--- config.mk ---
export PLATFORM = sky130hd
export DESIGN_NAME = rvv_vrf
export DESIGN_NICKNAME = d
export VERILOG_FILES = /design/src/source/rvv_vrf_pkg.sv /design/src/source/rvv_vrf.sv
export SDC_FILE = /design/constraint.sdc
export NUM_CORES = 2
export LEC_CHECK = 0
export ABC_CLOCK_PERIOD_IN_PS = 11730
export BUFFER_PORTS_ARGS = -buffer_cell sky130_fd_sc_hd__clkbuf_2
export CAP_MARGIN = 20
export CELL_PAD_IN_SITES_DETAIL_PLACEMENT = 1
export CELL_PAD_IN_SITES_GLOBAL_PLACEMENT = 2
export CORE_MARGIN = 3
export CORE_UTILIZATION = 53
export CTS_CLUSTER_SIZE = 10
export DETAILED_ROUTE_END_ITERATION = 10
export HOLD_SLACK_MARGIN = 0.05
export PLACE_DENSITY_LB_ADDON = 0.1
export SLEW_MARGIN = 20
export SYNTH_ARGS = -nofsm -noshare
export SYNTH_HDL_FRONTEND = slang
export SYNTH_SLANG_ARGS = --single-unit
export TNS_END_PERCENT = 1
--- constraint.sdc ---
create_clock -name clk -period 11.73 [get_ports clk]
set_input_delay 0.5865 -clock clk [delete_from_list [all_inputs] [get_ports clk]]
set_output_delay 0.5865 -clock clk [all_outputs]
set_load 0.1 [all_outputs]
--- src/source/rvv_vrf_pkg.sv ---
package rvv_vrf_pkg;

  // ***********************************************************
  // register file sizes
  // ***********************************************************
  localparam int VLEN        = 64;
  localparam int NUM_VREG    = 32;
  localparam int NUM_RD_PORT = 4;
  localparam int VREG_IDX_W  = $clog2(NUM_VREG);

  typedef struct packed {
    logic                  en;
    logic [VREG_IDX_W-1:0] index;
  } vrf_rd_req_t;

  typedef struct packed {
    logic                  valid;
    logic [VREG_IDX_W-1:0] index;
    logic [VLEN-1:0]       data;
  } vrf_wr_t;

  // operands of one uop as they leave dispatch
  typedef struct packed {
    logic [VLEN-1:0] v0;
    logic [VLEN-1:0] vs1;
    logic [VLEN-1:0] vs2;
    logic [VLEN-1:0] vd;
  } uop_opn_t;

endpackage

--- src/source/rvv_vrf.sv ---
`timescale 1ns/1ps

module rvv_vrf (
  input  logic                                                    clk,
  input  logic                                                    rst,
  input  rvv_vrf_pkg::vrf_wr_t                                    vrf_wr,
  input  logic                                                    rd_en,
  input  rvv_vrf_pkg::vrf_rd_req_t [rvv_vrf_pkg::NUM_RD_PORT-1:0] rd_req,
  output logic [rvv_vrf_pkg::NUM_RD_PORT-1:0][rvv_vrf_pkg::VLEN-1:0] rd_data,
  output logic [rvv_vrf_pkg::VLEN-1:0]                            v0_mask
);

  logic [rvv_vrf_pkg::VLEN-1:0] vreg [rvv_vrf_pkg::NUM_VREG];

  // ***********************************************************
  // write port
  // ***********************************************************
  always_ff @(posedge clk) begin
    if (vrf_wr.valid) begin
      vreg[vrf_wr.index] <= vrf_wr.data;
    end
  end

  // ***********************************************************
  // registered reads, sees array before this edge's write
  // ***********************************************************
  always_ff @(posedge clk) begin
    if (rst) begin
      rd_data <= '0;
      v0_mask <= '0;
    end else if (rd_en) begin
      for (int p = 0; p < rvv_vrf_pkg::NUM_RD_PORT; p++) begin
        if (rd_req[p].en) begin
          rd_data[p] <= vreg[rd_req[p].index];
        end else begin
          rd_data[p] <= '0;   // idle port
        end
      end
      v0_mask <= vreg[0];     // mask always from v0
    end
  end

endmodule

==> flow_metrics.tcl <==
set metrics [dict create \
    status "completed" \
    antenna_found_initial 74 \
    drive_gt1_frac 0.441 \
    crit_chain "buf_8 -> buf_4 -> buf_4 -> buf_4 -> mux4_2 -> a22o_1 -> o21ai_0 -> a31oi_1" \
    place.gp.congestion 0.929 \
    clock_skew_ns 0.0403 \
    drtPass1Iterations 6 \
    numPortBuffers 416 \
    routedWlPerCell_um 54.9 \
    grt-ovfl-total 0 \
    setup_viol 0 \
    worst_pin_slew_ns 1.34 \
    worstRegToRegCells 4 \
    clk_transition_reported_paths_ns 0.06 \
    critPathBufInv 4 \
    startpoint_type "input port" \
    vias_per_cell 8.65 \
    synth_area_sq_um 136000 \
    min_path_type "in -> reg" \
    first_iter_violations 19525 \
    grt_setup_unrepaired "false" \
    track_usage 0.468 \
    crit_type "in -> reg" \
    num_vias 97412 \
    power.leakage_nw 49.2 \
    syn_inst 7372 \
    rows 185 \
    synth.avg_cell_area_sq_um 18.5 \
    fin_tns_setup_ns 0 \
    maxSlewViolCount 0 \
    cts_buffer_depth 4 \
    endpoint_kind "flip-flop" \
    crit_path_frequent_cell "buf_4" \
    holdPathStages 3 \
    timing.slew.headroom 0.105 \
    cpLargestDelayFamily "buffers and inverters" \
    ys.warnings.count 0 \
    drtAntennaViolNets 0 \
    clkLatencyLatePin_ns 0.89 \
    dp_hpwl_um 371000 \
    tritoncts "done" \
    wl_um 618000 \
    grt_pass1_wl_um 837000 \
    num-fill-cells 21609 \
    synth_edf_count 2048 \
    syn_nets 7469 \
    power.total_mw 21.3 \
    period_share 0.355 \
    cts_buffers 294 \
    mostFrequentLayoutCell "mux4_2" \
    async_flop_share 0 \
    finalHoldViolations 0 \
    synthFlopType "edfxtp_1" \
    cap_violations 0 \
    fin_crit_ns 4.17 \
    yosysUniqueCellTypes 56 \
    die_x_um 513 \
    final_cell_mix "2,104 x mux4_2, 2,048 x edfxtp_1, 567 x mux2i_1" \
    max_freq_mhz 240 \
    grt_pass1_vias 94298 \
    root_buffer "clkbuf_16" \
    crit_cells 8 \
    crit_fanout 47 \
    power.density_cell_area_nw_per_um2 141 \
    io_pins 417 \
    drcViolationCount 0 \
    vdd_ir_drop_max_mv 0.132 \
    cpMaxStageDelayCell "buf_4" \
    ys_seq_area_frac 0.499 \
    dieArea_sq_um 263000 \
    area_growth_pct 10.7 \
    ys_ff_latch 2368 \
    fp.dieH_um 513 \
    htreeDepth 5 \
    core_area_sq_um 255000 \
    post_cts_resized 0 \
    post_cts_buffers 0 \
    cts_hold_buf 0 \
    cts.sinks 2368 \
    start_util 0.534 \
    cp.arrival_ns 4.89 \
    required_ns 12.45 \
    cpPeakStageDelay_ns 0.86 \
    grt_max_degree 103 \
    fin_nets 7699 \
]
## metal layers
layer	wire length [um]	share of wire	track usage
met5	288	0.00047	0.000548
met4	58800	0.095	0.369
met3	96000	0.16	0.169
met1	196000	0.32	0.587
met2	267000	0.43	0.660
## through the flow
step	hold slack [ns]	utilization	cell area, sq um	cells	setup WS (ns)
CTS	0.178	0.591	151000	11193	7.54
global placement	0.464	0.556	142000	10671	6.67
finish	0.199	0.592	151000	11266	7.56
floorplan	0.535	-	136000	7372	7.32
global route	0.214	0.591	151000	11212	7.31
detailed placement	0.465	0.556	142000	10672	6.64
## worst min-delay path: stages
cell     delay [ns]
buf_4          0.23
nand3_1        0.13
nand3_1        0.07
## path summary, 6_finish.rpt
| check | to | slack, ns | startpoint |
|---|---|---|---|
| worst max register to register | rd_data[151]$_SDFFE_PP0P_ | 9.29 | vreg[0][23]$_DFFE_PP_ |
| worst max-delay path | rd_data[64]$_SDFFE_PP0P_ | 7.56 | rd_req[6] |
| worst min register to register | rd_data[138]$_SDFFE_PP0P_ | 0.47 | rd_data[138]$_SDFFE_PP0P_ |
| worst min-delay path | rd_data[101]$_SDFFE_PP0P_ | 0.20 | rd_req[9] |
## final cells by class
cell class / count / area [sq um] / share of cell area
Clock inverter: 28 / 280 / 0.00186
Clock buffer: 493 / 8590 / 0.0569
Antenna cell: 73 / 183 / 0.00121
Inverter: 5 / 26.3 / 0.000174
Timing Repair Buffer: 664 / 4460 / 0.0296
Multi-Input combinational cell: 4269 / 65200 / 0.432
Tap cell: 3366 / 4210 / 0.0279
Sequential cell: 2368 / 67900 / 0.450
## synth_stat cells, drive strengths merged, types with 5 or more instances
| master | instances | share of area |
|---|---|---|
| nor3 | 12 | 0.00044 |
| nand3 | 93 | 0.0034 |
| a2111oi | 7 | 0.00045 |
| a221oi | 26 | 0.0017 |
| and3 | 5 | 0.00023 |
| a22oi | 114 | 0.0063 |
| a21oi | 109 | 0.0040 |
| a221o | 120 | 0.0088 |
| nand2 | 108 | 0.0030 |
| dfxtp | 320 | 0.047 |
| or3b | 13 | 0.00084 |
| a2bb2oi | 5 | 0.00032 |
| mux2i | 567 | 0.042 |
| nand2b | 5 | 0.00023 |
| nor2 | 153 | 0.0042 |
| nand3b | 23 | 0.0013 |
| or3 | 6 | 0.00028 |
| a31oi | 17 | 0.00078 |
| and2 | 19 | 0.00087 |
| clkbuf | 213 | 0.0059 |
| o211a | 5 | 0.00037 |
| a22o | 149 | 0.0096 |
| mux4 | 2104 | 0.35 |
| a211oi | 52 | 0.0029 |
| o211ai | 13 | 0.00072 |
| nor2b | 55 | 0.0025 |
| o21ai | 39 | 0.0014 |
| o22ai | 136 | 0.0062 |
| o31a | 15 | 0.00096 |
| buf | 517 | 0.020 |
| o21a | 14 | 0.00077 |
| edfxtp | 2048 | 0.45 |
| a32o | 6 | 0.00044 |
| mux2 | 239 | 0.020 |
| o221ai | 5 | 0.00032 |
## logic make-up after synthesis
group           share of synthesized area
compound gates                     0.0472
buf+inv                            0.0265
flops                               0.499
mux                                 0.409
simple gates                       0.0184
## state kept, by name, summed over array words and instances (netlist names)
signal   flops
vreg      2048
rd_data    256
v0_mask     64
## where the power goes
part / total, mW / leakage [nW] / internal [mW] / switching (mW)
clock network: 8.69 / 4.27 / 5.02 / 3.68
logic: 3.07 / 23.9 / 1.10 / 1.96
registers: 9.50 / 21.1 / 9.30 / 0.204
total: 21.3 / 49.2 / 15.4 / 5.85
(Power assumes the default switching activity.)
