===== src/source/rvv_vrf_pkg.sv =====
package rvv_vrf_pkg;

  // ***********************************************************
  // register file sizes
  // ***********************************************************
  localparam int VLEN        = 64;
  localparam int NUM_VREG    = 32;
  localparam int NUM_RD_PORT = 4;
  localparam int VREG_IDX_W  = $clog2(NUM_VREG);

  typedef struct packed {
    logic                  en;
    logic [VREG_IDX_W-1:0] index;
  } vrf_rd_req_t;

  typedef struct packed {
    logic                  valid;
    logic [VREG_IDX_W-1:0] index;
    logic [VLEN-1:0]       data;
  } vrf_wr_t;

  // operands of one uop as they leave dispatch
  typedef struct packed {
    logic [VLEN-1:0] v0;
    logic [VLEN-1:0] vs1;
    logic [VLEN-1:0] vs2;
    logic [VLEN-1:0] vd;
  } uop_opn_t;

endpackage


===== src/source/rvv_uop_pkg.sv =====
package rvv_uop_pkg;

  // ***********************************************************
  // uop class, letters in the order vd, vs2, vs1
  // ***********************************************************
  typedef enum logic [2:0] {
    XXX,
    XXV,
    XVX,
    VXX,
    XVV,
    VVX,
    VVV
  } uop_class_e;

  typedef enum logic [3:0] {
    VADD,
    VSUB,
    VAND,
    VOR,
    VMACC,
    VMV
  } vop_e;

  typedef struct packed {
    uop_class_e uop_class;
    vop_e       vop;        // not decoded here
    logic [4:0] vd_index;
    logic [4:0] vs2_index;
    logic [4:0] vs1_index;
    logic [3:0] uop_id;
  } uop_t;

  // one operand: read port and whether it is read at all
  typedef struct packed {
    logic       used;
    logic [1:0] port;
  } opn_sel_t;

  typedef struct packed {
    opn_sel_t vs1;
    opn_sel_t vs2;
    opn_sel_t vd;
  } opn_plan_t;

  // returns {vd, vs2, vs1} read flags
  function automatic logic [2:0] class_reads(uop_class_e uop_class);
    case (uop_class)
      XXV:     return 3'b001;
      XVX:     return 3'b010;
      VXX:     return 3'b100;
      XVV:     return 3'b011;
      VVX:     return 3'b110;
      VVV:     return 3'b111;
      default: return 3'b000;
    endcase
  endfunction

endpackage

===== src/source/rvv_read_alloc.sv =====
`timescale 1ns/1ps

module rvv_read_alloc (
  input  logic [1:0]                                              in_valid,
  input  rvv_uop_pkg::uop_t [1:0]                                 in_uop,
  output rvv_vrf_pkg::vrf_rd_req_t [rvv_vrf_pkg::NUM_RD_PORT-1:0] rd_req,
  output rvv_uop_pkg::opn_plan_t [1:0]                            plan,
  output logic                                                    slot1_fits
);

  logic [1:0][2:0] reads;     // {vd, vs2, vs1} per uop
  logic [1:0][2:0] rd_cnt;
  logic [2:0]      rd_total;
  logic [1:0]      grant;     // uop may claim its ports
  logic [2:0]      next_port;

  always_comb begin
    for (int u = 0; u < 2; u++) begin
      reads[u]  = rvv_uop_pkg::class_reads(in_uop[u].uop_class);
      rd_cnt[u] = {2'b0, reads[u][0]} + {2'b0, reads[u][1]} + {2'b0, reads[u][2]};
    end
  end

  assign rd_total   = rd_cnt[0] + rd_cnt[1];
  assign slot1_fits = rd_total <= 3'd4;   // from classes only, not valid
  assign grant      = {in_valid[1] & slot1_fits, in_valid[0]};

  // ***********************************************************
  // ports in order vs2, vs1, vd, uop 0 first
  // ***********************************************************
  always_comb begin
    next_port = '0;
    rd_req    = '0;
    plan      = '0;
    for (int u = 0; u < 2; u++) begin
      if (reads[u][1]) begin
        plan[u].vs2.used = 1'b1;
        plan[u].vs2.port = next_port[1:0];
        if (grant[u]) begin
          rd_req[next_port[1:0]].en    = 1'b1;
          rd_req[next_port[1:0]].index = in_uop[u].vs2_index;
        end
        next_port = next_port + 3'd1;
      end
      if (reads[u][0]) begin
        plan[u].vs1.used = 1'b1;
        plan[u].vs1.port = next_port[1:0];
        if (grant[u]) begin
          rd_req[next_port[1:0]].en    = 1'b1;
          rd_req[next_port[1:0]].index = in_uop[u].vs1_index;
        end
        next_port = next_port + 3'd1;
      end
      if (reads[u][2]) begin
        plan[u].vd.used = 1'b1;
        plan[u].vd.port = next_port[1:0];
        if (grant[u]) begin
          rd_req[next_port[1:0]].en    = 1'b1;
          rd_req[next_port[1:0]].index = in_uop[u].vd_index;
        end
        next_port = next_port + 3'd1;
      end
    end
  end

endmodule


===== config.mk =====
export PLATFORM = sky130hd
export DESIGN_NAME = rvv_read_alloc
export DESIGN_NICKNAME = d
export VERILOG_FILES = /design/src/source/rvv_vrf_pkg.sv /design/src/source/rvv_uop_pkg.sv /design/src/source/rvv_read_alloc.sv
export SDC_FILE = /design/constraint.sdc
export NUM_CORES = 1
export LEC_CHECK = 0
export ABC_AREA = 1
export ABC_CLOCK_PERIOD_IN_PS = 7500
export CAP_MARGIN = 15
export CORE_MARGIN = 5
export CORE_UTILIZATION = 48
export DETAILED_ROUTE_END_ITERATION = 10
export DONT_BUFFER_PORTS = 1
export PLACE_DENSITY = 0.68
export SLEW_MARGIN = 20
export SYNTH_ARGS = -nofsm -noshare
export SYNTH_HDL_FRONTEND = slang
export SYNTH_SLANG_ARGS = --single-unit
export TNS_END_PERCENT = 50

===== constraint.sdc =====
create_clock -name vclk -period 7.5
set_input_delay 1.5 -clock vclk [all_inputs]
set_output_delay 1.5 -clock vclk [all_outputs]
set_load 0.03 [all_outputs]

==> flow_summary.yaml <==
critical_path:
  worstSetupEndpointType: "output pin"
  cp_max_fo: 11
  worst-setup-path-type: "in2out"
  worstPathArrival_ns: 5.34
  required_ns: 6.00
  startpoint_type: "primary input"
clock_tree:
  ctsHoldBuffers: 0
  post_cts_buffers: 0
  ctsResizeCount: 0
sta:
  fmax_mhz: 146
  setup_viol: 0
  fin_crit_sh_pct: 91.2
  fin_setup_tns_ns: 0
  rsz0062_at_grt: "false"
  fin_crit_ns: 6.84
  hold_viol: 0
  worst_pin_slew_ns: 0.672
  worst_slew_margin_rel_pct: 55.0
  slew_viol_final: 0
die:
  pin_count: 97
  fp-row-count: 23
  die_w_um: 74.6
  die_area_um2: 5560
  core_um2: 4030
  die_y_um: 74.6
  initial_utilization_pct: 49.7
routing:
  wl_per_cell_um: 13.8
  routed_wl_um: 6060
  detail_route.first_pass.iterations: 4
  vias: 2452
  first_iter_violations: 184
  viasPerCell: 5.59
  drc: 0
  antenna_left: 0
yosys:
  synthTopCellsByArea: "nand2_1 (35%), nand4_1 (9.7%), ha_1 (9.4%)"
  synth_cells: 400
  synth_top_area_share_pct: 34.9
  seq_area_frac_synth_pct: 0
  synthMostInstantiatedCell: "nand2_1"
  ys_types: 31
  synth_area_per_cell_um2: 5.00
  syn_area_um2: 2000
  ys_warn_count: 0
  yosysTopAreaCell: "nand2_1"
  ys_top_cells_by_count: "nand2_1 (186), inv_1 (38), nand3_1 (33), nand4_1 (31), nor2_1 (26)"
placement:
  hpwl_um: 5070
  place_area_um2: 2000
  gp_congestion: 0.919
  io_buffers: 0
power_and_ir_drop:
  p_comb_share_pct: 100.0
  p_sw_share_pct: 76.7
  pwr-share-clk_pct: 0
  power_switching_uw: 213
  ir_worst_vdd_mv: 0.0680
  total_power_uw: 278
  p_int_uw: 64.8
  pwr_density_cell_nw_per_um2: 139
  power_frac_seq_pct: 0
  leakagePower_nw: 1.16
final_layout:
  fin_area_um2: 2000
  diodes: 0
  seq_cell_count: 0
  drive_above_1_share_pct: 6.68
  regArea_um2: 0
  fillerInstances: 465
  syn_to_final_growth_pct: 0.0625
  layout.nets: 463
  nClkBuffers: 0
  multi_input_area_um2: 1760
global_routing:
  grt_use_met1_pct: 28.7
  antenna_found_initial: 0
  grt_max_degree: 20
  grt.met3_usage_pct: 4.46
  grt_pass1_wl_um: 10000
  grt_use_met2_pct: 38.0
  grt_use_total_pct: 21.9
  gr-total-overflow: 0
  grt_pass1_vias: 2309
  globalRoute.busiestLayer: "met2"
min_path:
  hold_path.class: "in2out"
job:
  maxCapViolCount: 0
outcome:
  status: "finished clean"
==> area by class of cell <==
| type | count | area share, % |
|---|---|---|
| inverters | 41 | 7.69 |
| repair buffers | 3 | 1.13 |
| well taps | 50 | 3.13 |
| multi-input cells | 345 | 88.1 |
==> stage by stage <==
step | hold WS, ns | instances | setup slack (ns) | util (%)
2_1_floorplan | 3.24 | 402 | 1.17 | -
3_3_place_gp | 3.26 | 439 | 0.676 | 49.7
3_5_place_dp | 3.26 | 439 | 0.647 | 49.7
4_1_cts | 3.26 | 439 | 0.636 | 49.7
5_1_grt | 3.27 | 439 | 0.353 | 49.7
6_report | 3.26 | 439 | 0.658 | 49.7
==> final timing paths <==
check             startpoint  cells after the start  slack [ns]          to
setup / recovery  in_uop[24]                     17        0.66  rd_req[12]
hold / removal    in_uop[44]                      2        3.26   rd_req[4]
==> routing by layer <==
| layer | vias up | wire, µm |
|---|---|---|
| met5 | - | 0 |
| met4 | 0 | 30 |
| met3 | 4 | 588 |
| met2 | 101 | 2940 |
| met1 | 1095 | 2490 |
| li1 | 1252 | - |
==> cells by family (layout without fill, tap and decap cells) <==
logic type      after synthesis  count (layout)  share of synthesized area [%]
fa+ha+maj                    18              18                           12.4
simple gates                305             305                           69.0
buf+inv                      57              44                           12.3
compound gates               19              19                           6.13
other cells                   1               3                          0.187
==> power by group through the flow <==
stage	combinational (mW)	sequential (mW)	clock [mW]
after CTS	0.279	0	0
final	0.278	0	0
after detailed placement	0.278	0	0
after global routing	0.310	0	0
after floorplan	0.244	0	0
after global placement	0.275	0	0
==> critical path, stage by stage <==
cell     delay (ns)
inv_1          0.06
nand2_1        0.09
nand2_1        0.17
fa_1           0.58
inv_1          0.05
fa_1           0.44
ha_1           0.20
fa_1           0.45
o21ai_2        0.41
nand2_4        0.20
nor2_1         0.58
nand2_1        0.10
nand2_1        0.11
nand2_1        0.05
nand2_1        0.06
nand2_1        0.05
nand2_1        0.23
==> placed cells by master, fill, tap and decap left out, types with 2 or more instances in the layout <==
master,netlist,layout
o21ai_2,2,2
conb_1,1,3
or2_2,3,3
nor2_4,5,5
buf_4,6,3
nand2_1,186,186
o21a_1,3,3
nor2_1,26,26
inv_2,3,3
fa_1,3,3
a21oi_1,4,4
nand2_2,3,3
nand3_1,33,33
nand3_2,3,3
inv_1,38,38
nor3_1,6,6
o21ai_0,7,7
or2_0,3,3
nand4_1,31,31
ha_1,15,15
(Power assumes the default switching activity.)
