$ cat src/source/rvv_vrf_pkg.sv
package rvv_vrf_pkg;

  // ***********************************************************
  // register file sizes
  // ***********************************************************
  localparam int VLEN        = 64;
  localparam int NUM_VREG    = 32;
  localparam int NUM_RD_PORT = 4;
  localparam int VREG_IDX_W  = $clog2(NUM_VREG);

  typedef struct packed {
    logic                  en;
    logic [VREG_IDX_W-1:0] index;
  } vrf_rd_req_t;

  typedef struct packed {
    logic                  valid;
    logic [VREG_IDX_W-1:0] index;
    logic [VLEN-1:0]       data;
  } vrf_wr_t;

  // operands of one uop as they leave dispatch
  typedef struct packed {
    logic [VLEN-1:0] v0;
    logic [VLEN-1:0] vs1;
    logic [VLEN-1:0] vs2;
    logic [VLEN-1:0] vd;
  } uop_opn_t;

endpackage

$ cat src/source/rvv_uop_pkg.sv
package rvv_uop_pkg;

  // ***********************************************************
  // uop class, letters in the order vd, vs2, vs1
  // ***********************************************************
  typedef enum logic [2:0] {
    XXX,
    XXV,
    XVX,
    VXX,
    XVV,
    VVX,
    VVV
  } uop_class_e;

  typedef enum logic [3:0] {
    VADD,
    VSUB,
    VAND,
    VOR,
    VMACC,
    VMV
  } vop_e;

  typedef struct packed {
    uop_class_e uop_class;
    vop_e       vop;        // not decoded here
    logic [4:0] vd_index;
    logic [4:0] vs2_index;
    logic [4:0] vs1_index;
    logic [3:0] uop_id;
  } uop_t;

  // one operand: read port and whether it is read at all
  typedef struct packed {
    logic       used;
    logic [1:0] port;
  } opn_sel_t;

  typedef struct packed {
    opn_sel_t vs1;
    opn_sel_t vs2;
    opn_sel_t vd;
  } opn_plan_t;

  // returns {vd, vs2, vs1} read flags
  function automatic logic [2:0] class_reads(uop_class_e uop_class);
    case (uop_class)
      XXV:     return 3'b001;
      XVX:     return 3'b010;
      VXX:     return 3'b100;
      XVV:     return 3'b011;
      VVX:     return 3'b110;
      VVV:     return 3'b111;
      default: return 3'b000;
    endcase
  endfunction

endpackage
$ cat src/source/rvv_dispatch_operand.sv
`timescale 1ns/1ps

module rvv_dispatch_operand (
  input  rvv_uop_pkg::opn_plan_t [1:0]                               held_plan,
  input  logic [rvv_vrf_pkg::NUM_RD_PORT-1:0][rvv_vrf_pkg::VLEN-1:0] rd_data,
  input  logic [rvv_vrf_pkg::VLEN-1:0]                               v0_mask,
  output rvv_vrf_pkg::uop_opn_t [1:0]                                out_opn
);

  // planned port, or zero when the operand is not read
  function automatic logic [rvv_vrf_pkg::VLEN-1:0] pick_port(
    rvv_uop_pkg::opn_sel_t                                      sel,
    logic [rvv_vrf_pkg::NUM_RD_PORT-1:0][rvv_vrf_pkg::VLEN-1:0] data
  );
    if (sel.used) begin
      return data[sel.port];
    end
    return '0;
  endfunction

  // ***********************************************************
  // operand routing, no class decode needed
  // ***********************************************************
  always_comb begin
    for (int u = 0; u < 2; u++) begin
      out_opn[u].v0  = v0_mask;   // shared by both slots
      out_opn[u].vs1 = pick_port(held_plan[u].vs1, rd_data);
      out_opn[u].vs2 = pick_port(held_plan[u].vs2, rd_data);
      out_opn[u].vd  = pick_port(held_plan[u].vd, rd_data);
    end
  end

endmodule

$ cat config.mk
export PLATFORM = sky130hd
export DESIGN_NAME = rvv_dispatch_operand
export DESIGN_NICKNAME = d
export VERILOG_FILES = /design/src/source/rvv_vrf_pkg.sv /design/src/source/rvv_uop_pkg.sv /design/src/source/rvv_dispatch_operand.sv
export SDC_FILE = /design/constraint.sdc
export NUM_CORES = 1
export LEC_CHECK = 0
export BUFFER_PORTS_ARGS = -buffer_cell sky130_fd_sc_hd__buf_2
export CELL_PAD_IN_SITES_DETAIL_PLACEMENT = 1
export CELL_PAD_IN_SITES_GLOBAL_PLACEMENT = 2
export CORE_AREA = 3 3 325 327
export DETAILED_ROUTE_END_ITERATION = 16
export DIE_AREA = 0 0 328 330
export PLACE_DENSITY = 0.59
export RECOVER_POWER = 100
export SETUP_SLACK_MARGIN = 0.1
export SYNTH_ARGS = -nofsm -noshare
export SYNTH_HDL_FRONTEND = slang
export SYNTH_SLANG_ARGS = --single-unit
$ cat constraint.sdc
create_clock -name vclk -period 1.5
set_input_delay 0.375 -clock vclk [all_inputs]
set_output_delay 0.375 -clock vclk [all_outputs]
set_load 0.02 [all_outputs]
==> results of run 1 <==
layout make-up:
class / instances / area [um2]
multi-input cells: 1164 / 12100
fillers: 12000 / 79400
diodes: 4 / 10.0
well taps: 1380 / 1730
repair buffers: 1063 / 10000
worst paths after layout:
path                      from           end  slack, ns  cells after the start
hold / removal     v0_mask[10]  out_opn[202]       0.75                      0
setup / recovery  held_plan[7]  out_opn[157]      -0.36                      6
synth_stat cells:
cell type,count
buf_12,48
buf_4,134
buf_6,6
buf_8,30
clkbuf_1,72
mux2i_1,768
nand2_1,6
nand2b_1,6
o22ai_1,384
worst max-delay path, cell delays in order:
cell       delay, ns
clkbuf_16       0.17
buf_16          0.17
buf_12          0.18
mux2i_2         0.15
o22ai_1         0.21
buf_4           0.18
cell usage in the layout (no fill, tap or decap), drive strengths merged:
cell / netlist / layout
buf: 218 / 1029
mux2i: 768 / 768
o22ai: 384 / 384
clkbuf: 72 / 33
nand2b: 6 / 6
nand2: 6 / 6
diode: 0 / 4
bufbuf: 0 / 1
kinds of logic after synthesis:
kind of cell    share of synthesized area [%]
simple gates                            0.465
mux                                      59.6
compound gates                           18.6
buf+inv                                  21.3
power by group:
part | internal [mW] | switching (mW) | leakage [nW] | total, mW
combinational | 4.34 | 5.21 | 11.3 | 9.55
sequential | 0 | 0 | 0 | 0
clock | 0.0000000276 | 0 | 0.0000269 | 0.0000000276
metrics by stage:
step	cell area (um2)	hold slack, ns
global route	23800	0.750
detailed placement	18600	0.750
global placement	18600	0.750
CTS	21200	0.750
floorplan	13000	0.863
finish	23800	0.750
layer usage:
metal	global-route usage [%]	vias up
met1	19.3	8281
met3	2.21	181
met5	0	-
met2	26.1	606
li1	-	7253
met4	4.72	4
timing repair:
item / CTS / global route
pin swaps: 35 / 58
buffers inserted: 26 / 21
gates resized for setup: 403 / 408
endpoints found under the setup margin: 384 / 384
gates cloned: 24 / 29
==> flow_summary.json, run 1 <==
{
  "syn2layout_area_growth_pct": 84.4,
  "ff_latch_area_um2": 0,
  "coreArea_mm2": 0.103,
  "finalCritPeriodShare_pct": 124,
  "clock_buffers": 0,
  "first_iter_violations": 858,
  "hold_viol": 0,
  "ys_seq_area_share_pct": 0,
  "wl_met3_um": 4690,
  "synthCells": 1454,
  "place_ws_ns": -0.547,
  "postRouteAntennaNets": 0,
  "grt_max_degree": 33,
  "ys_types": 9,
  "finalWirelength_um": 98000,
  "final_cells": 3611,
  "antenna_found_initial": 5,
  "yosysTopAreaCell": "mux2i_1",
  "dp_hpwl_um": 64600,
  "p_leak_nw": 11.3,
  "violations": "negative setup slack",
  "setup-tns-final_ns": -95.49,
  "avgViaCountPerCell": 4.52,
  "die-width_um": 328,
  "fin_util_pct": 23.1,
  "yosys_warnings": 0,
  "finalSetupViolCount": 384,
  "max_freq_mhz": 537,
  "grt_pass1_vias": 16800,
  "syn_avg_cell_area_um2": 8.88,
  "portBuffers": 658,
  "crit_path_end_kind": "output pin",
  "synth_area_leaders": "mux2i_1, o22ai_1, buf_4, buf_12, buf_8",
  "cp-start-kind": "input pin",
  "gp_congestion": 0.808,
  "routed.top_layer": "met5",
  "drtPass1Iterations": 5,
  "ios": 850,
  "required_ns": 1.12,
  "post-route-drc-count": 0,
  "via_count": 16300,
  "netlist_area_mm2": 0.0129,
  "dieArea_mm2": 0.108,
  "rsz0062_at_grt": "yes",
  "critPathKind": "in2out",
  "slew_violations": 0,
  "rows": 118,
  "power_density_mw_per_mm2": 401,
  "max-cap-violations": 0,
  "die_y_um": 330,
  "hold_path.class": "in2out",
  "drive_above_1_share_pct": 58.8,
  "met2_length_um": 46700,
  "finalWorstSetupSlack_ns": -0.361,
  "final_nets": 2567,
  "synth_nets": 1792,
  "cts_hold_buf": 0,
  "grt_pass1_wl_um": 123000,
  "wirelength_met1_um": 43300,
  "critPathArrivalTime_ns": 1.49,
  "p_total_mw": 9.55,
  "cp_max_fo": 12,
  "synth_top_cell_area_share_pct": 59.6,
  "outcome": "complete, but fails checks",
  "track_usage_pct": 15.1,
  "drt-wirelength-per-cell_um": 27.1,
  "relSlewSlack_pct": 72.2,
  "grt_overflow": 0,
  "period_needed_ns": 1.86,
  "worstMarginPinSlew_ns": 0.417,
  "initial_core_util_pct": 12.5,
  "flops_and_latches": 0,
  "dp.cells": 3509,
  "ir_drop_uv": 258
}
Note: power is estimated with default switching activity, not from simulation.
==> inputs of run 2 (changes only) <==
Settings changed: CELL_PAD_IN_SITES_DETAIL_PLACEMENT 1 to default, CELL_PAD_IN_SITES_GLOBAL_PLACEMENT 2 to default, CORE_AREA 3 3 325 327 to 3 3 329 331, DIE_AREA 0 0 328 330 to 0 0 332 334, PLACE_DENSITY 0.59 to 0.4.
==> flow_summary.json, run 2 (synthesis results as in run 1) <==
{
  "outcome": "complete, but fails checks",
  "violations": "negative setup slack",
  "via_count": 17400,
  "max-cap-violations": 0,
  "pwr-share-clk_pct": 0,
  "first_iter_violations": 1104,
  "final_cells": 3691,
  "multiInputGateArea_mm2": 0.0134,
  "seqPwrFrac_pct": 0,
  "layout_common_cells": "mux2i_1, buf_4, buf_2",
  "dp.cells": 3543,
  "initial_core_util_pct": 12.2,
  "power_density_mw_per_mm2": 404,
  "avgViaCountPerCell": 4.71,
  "grt_overflow": 0,
  "combPwrFrac_pct": 100.0,
  "track_usage_pct": 15.8,
  "finalSetupViolCount": 384,
  "crit_path_end_kind": "output pin",
  "worstMarginPinSlew_ns": 0.375,
  "slew_violations": 0,
  "ff_latch_area_um2": 0,
  "critPathArrivalTime_ns": 1.51,
  "die-width_um": 332,
  "relSlewSlack_pct": 74.3,
  "ios": 850,
  "drt-wirelength-per-cell_um": 29.2,
  "fillCellCount": 11200,
  "final_nets": 2639,
  "cp_max_fo": 7,
  "postRouteAntennaNets": 0,
  "hold_path.class": "in2out",
  "grt_pass1_vias": 16600,
  "required_ns": 1.12,
  "finalCritPeriodShare_pct": 126,
  "final_common_cell": "mux2i_1",
  "coreArea_mm2": 0.105,
  "dieArea_mm2": 0.111,
  "fin_util_pct": 25.6,
  "die_y_um": 334,
  "power.internal_mw": 5.16,
  "swShare_pct": 52.6,
  "dp_hpwl_um": 67600,
  "antenna_found_initial": 9,
  "rsz0062_at_grt": "yes",
  "p_sw_mw": 5.73,
  "finalWorstSetupSlack_ns": -0.383,
  "post-route-drc-count": 0,
  "rows": 119,
  "drive_above_1_share_pct": 65.9,
  "cp-start-kind": "input pin",
  "grt_max_degree": 35,
  "portBuffers": 658,
  "gp_congestion": 0.852,
  "clock_buffers": 0,
  "syn2layout_area_growth_pct": 109,
  "drtPass1Iterations": 5,
  "finalWirelength_um": 108000,
  "grt_pass1_wl_um": 130000,
  "p_leak_nw": 12.0,
  "critPathKind": "in2out",
  "ir_drop_uv": 152,
  "period_needed_ns": 1.88,
  "max_freq_mhz": 531,
  "flops_and_latches": 0,
  "hold_viol": 0
}
[run 2: changes by cell type in the layout (fill, tap and decap cells not counted), sizes merged]
cell    previous run  this run
bufbuf             1         0
buf             1029      1093
clkbuf            33        42
diode              4         1
[run 2: power by group through the flow]
stage | Combinational (mW) | Clock, mW | Sequential (mW)
final | 10.9 | 0.0000000892 | 0
after global placement | 7.33 | 0 | 0
after CTS | 8.46 | 0 | 0
after global routing | 11.3 | 0.0000000892 | 0
after detailed placement | 7.32 | 0 | 0
after floorplan | 4.61 | 0 | 0
[run 2: metrics by stage]
stage | setup WS, ns | setup TNS, ns | hold slack (ns) | total power, mW | area [um2]
global placement | -0.458 | -115.01 | 0.750 | 7.33 | 18700
CTS | -0.363 | -100.31 | 0.750 | 8.46 | 21300
detailed placement | -0.441 | -114.61 | 0.750 | 7.32 | 18700
floorplan | -0.109 | -38.41 | 0.863 | 4.61 | 13000
finish | -0.383 | -100.67 | 0.750 | 10.9 | 26900
global route | -0.410 | -112.85 | 0.750 | 11.3 | 26900
[run 2: worst max-delay path, stage by stage]
cell,delay [ns]
clkbuf_16,0.18
clkbuf_16,0.20
mux2i_4,0.20
o22ai_4,0.22
buf_6,0.18
buf_12,0.13
[run 2: routing by layer]
| layer | up-vias | share of wire, % | routed length, um | global-route usage (%) |
|---|---|---|---|---|
| met5 | - | 0 | 0 | 0 |
| li1 | 7406 | - | - | - |
| met3 | 216 | 6.6 | 7120 | 3.02 |
| met1 | 8766 | 41 | 44000 | 19.2 |
| met2 | 998 | 48 | 51800 | 28.0 |
| met4 | 0 | 4.4 | 4730 | 4.87 |
[run 2: cell type report]
cell class	count	share of cell area, %
multi-input cells	1164	49.7
diodes	1	0.00929
well taps	1391	6.46
repair buffers	1135	43.9
[run 2: repair_timing]
item / in CTS / in global routing
pin swaps: 44 / 191
hold buffers: 0 / 0
setup buffers: 34 / 56
setup endpoints to repair: 384 / 384
resized for setup: 402 / 1011
cloned: 28 / 35
[run 2: path summary, 6_finish.rpt]
path  slack, ns          from           end  depth (start not counted)
max       -0.38  held_plan[4]  out_opn[108]                          6
min        0.75   v0_mask[61]  out_opn[253]                          0
==> inputs of run 3 (changes only) <==
Clock period 1.5 ns to 1.9 ns, I/O delays scaled along.
==> flow_summary.json, run 3 (synthesis results as in run 1) <==
{
  "cp-start-kind": "input pin",
  "ff_latch_area_um2": 0,
  "violations": "negative setup slack",
  "hold_path.class": "in2out",
  "first_iter_violations": 975,
  "cp_num_buf_inv": 4,
  "grt_overflow": 0,
  "cp_max_fo": 6,
  "finalWorstSetupSlack_ns": -0.162,
  "power_density_mw_per_mm2": 320,
  "track_usage_pct": 14.7,
  "finalCritPeriodShare_pct": 109,
  "relSlewSlack_pct": 75.2,
  "clock_buffers": 0,
  "grt_use_met3_pct": 2.49,
  "seqPwrFrac_pct": 0,
  "p_leak_nw": 11.4,
  "rows": 119,
  "drtPass1Iterations": 5,
  "critPathArrivalTime_ns": 1.59,
  "power.internal_mw": 3.91,
  "drt-wirelength-per-cell_um": 29.4,
  "max-cap-violations": 0,
  "crit_path_cell_trace": "clkbuf_16, buf_16, buf_12, mux2i_2, o22ai_4, buf_6",
  "grt_busiest_layer": "met2",
  "final_nets": 2529,
  "postRouteAntennaNets": 0,
  "worst_hold_slack_ns": 0.950,
  "finalWirelength_um": 105000,
  "portBuffers": 658,
  "cts_hold_buf": 0,
  "grtUsageMet2_pct": 27.0,
  "max_freq_mhz": 485,
  "dp.cells": 3456,
  "combPwrFrac_pct": 100.0,
  "swShare_pct": 53.0,
  "hold_viol": 0,
  "die_y_um": 334,
  "crit_path_end_kind": "output pin",
  "ios": 850,
  "ir_drop_uv": 198,
  "dieArea_mm2": 0.111,
  "p_total_mw": 8.33,
  "slowest_delay_ns": 0.25,
  "post-route-drc-count": 0,
  "met1_usage_pct": 17.7,
  "slew_violations": 0,
  "required_ns": 1.42,
  "via_count": 16800,
  "crit_family": "buffers and inverters",
  "initial_core_util_pct": 12.2,
  "syn2layout_area_growth_pct": 102,
  "pwr-share-clk_pct": 0,
  "layout_common_cells": "mux2i_1, buf_4, buf_2",
  "flops_and_latches": 0,
  "cp_slowest_cell": "o22ai_4",
  "grt_pass1_vias": 15700,
  "critPathKind": "in2out",
  "coreArea_mm2": 0.105,
  "finalSetupViolCount": 350,
  "rsz0062_at_grt": "yes",
  "avgViaCountPerCell": 4.68,
  "grt_max_degree": 36,
  "dp_hpwl_um": 66200,
  "final_cells": 3585,
  "final_common_cell": "mux2i_1",
  "worstMarginPinSlew_ns": 0.361,
  "place_ws_ns": -0.321,
  "drive_above_1_share_pct": 65.4,
  "period_needed_ns": 2.06,
  "fin_util_pct": 24.7,
  "fillCellCount": 11300,
  "grt_pass1_wl_um": 121000,
  "gp_congestion": 0.870,
  "die-width_um": 332,
  "antenna_found_initial": 17,
  "outcome": "complete, but fails checks",
  "p_sw_mw": 4.41
}
==> run 3: cell count changes in the layout (fill, tap and decap cells not counted), moves of 5 or more <==
cell,change
buf_16,-5
buf_4,-74
buf_6,-33
buf_8,-6
mux2i_1,-19
mux2i_2,+20
o22ai_1,-7
o22ai_2,+14
o22ai_4,-7
==> run 3: cell type report <==
class | instances | area (um2) | area share [%]
multi-input combinational | 1164 | 13400 | 51.6
timing repair buffer | 1025 | 10800 | 41.6
tap | 1391 | 1740 | 6.69
antenna | 5 | 12.5 | 0.0481
==> run 3: worst paths after layout <==
kind	to	startpoint	cells past startpoint
setup / recovery	out_opn[155]	held_plan[7]	6
hold / removal	out_opn[198]	v0_mask[6]	0
==> run 3: metrics by stage <==
step                area [um2]  setup TNS [ns]
floorplan                12900               0
global placement         17900          -30.38
detailed placement       17900          -31.36
CTS                      20400          -22.77
global route             26000          -35.85
finish                   26000          -23.50
==> run 3: routing by layer <==
layer / wire, um / vias to the layer above
met5: 0 / -
met2: 51400 / 989
met1: 42800 / 8388
met3: 7760 / 196
li1: - / 7200
met4: 3440 / 0
==> run 3: repair_timing <==
item                                   CTS  global route
gates cloned                            22            44
pin swaps                               63           186
endpoints found under the hold margin    0             0
setup endpoints to repair              384           384
resized for setup                      442           961
buffers inserted                        23            37
==> run 3: power groups by stage <==
| stage | registers (mW) | clock network [mW] | logic [mW] |
|---|---|---|---|
| 2_1_floorplan | 0 | 0 | 3.60 |
| 3_3_place_gp | 0 | 0 | 5.51 |
| 3_5_place_dp | 0 | 0 | 5.52 |
| 4_1_cts | 0 | 0 | 6.38 |
| 5_1_grt | 0 | 0.000000282 | 8.65 |
| 6_report | 0 | 0.000000339 | 8.33 |
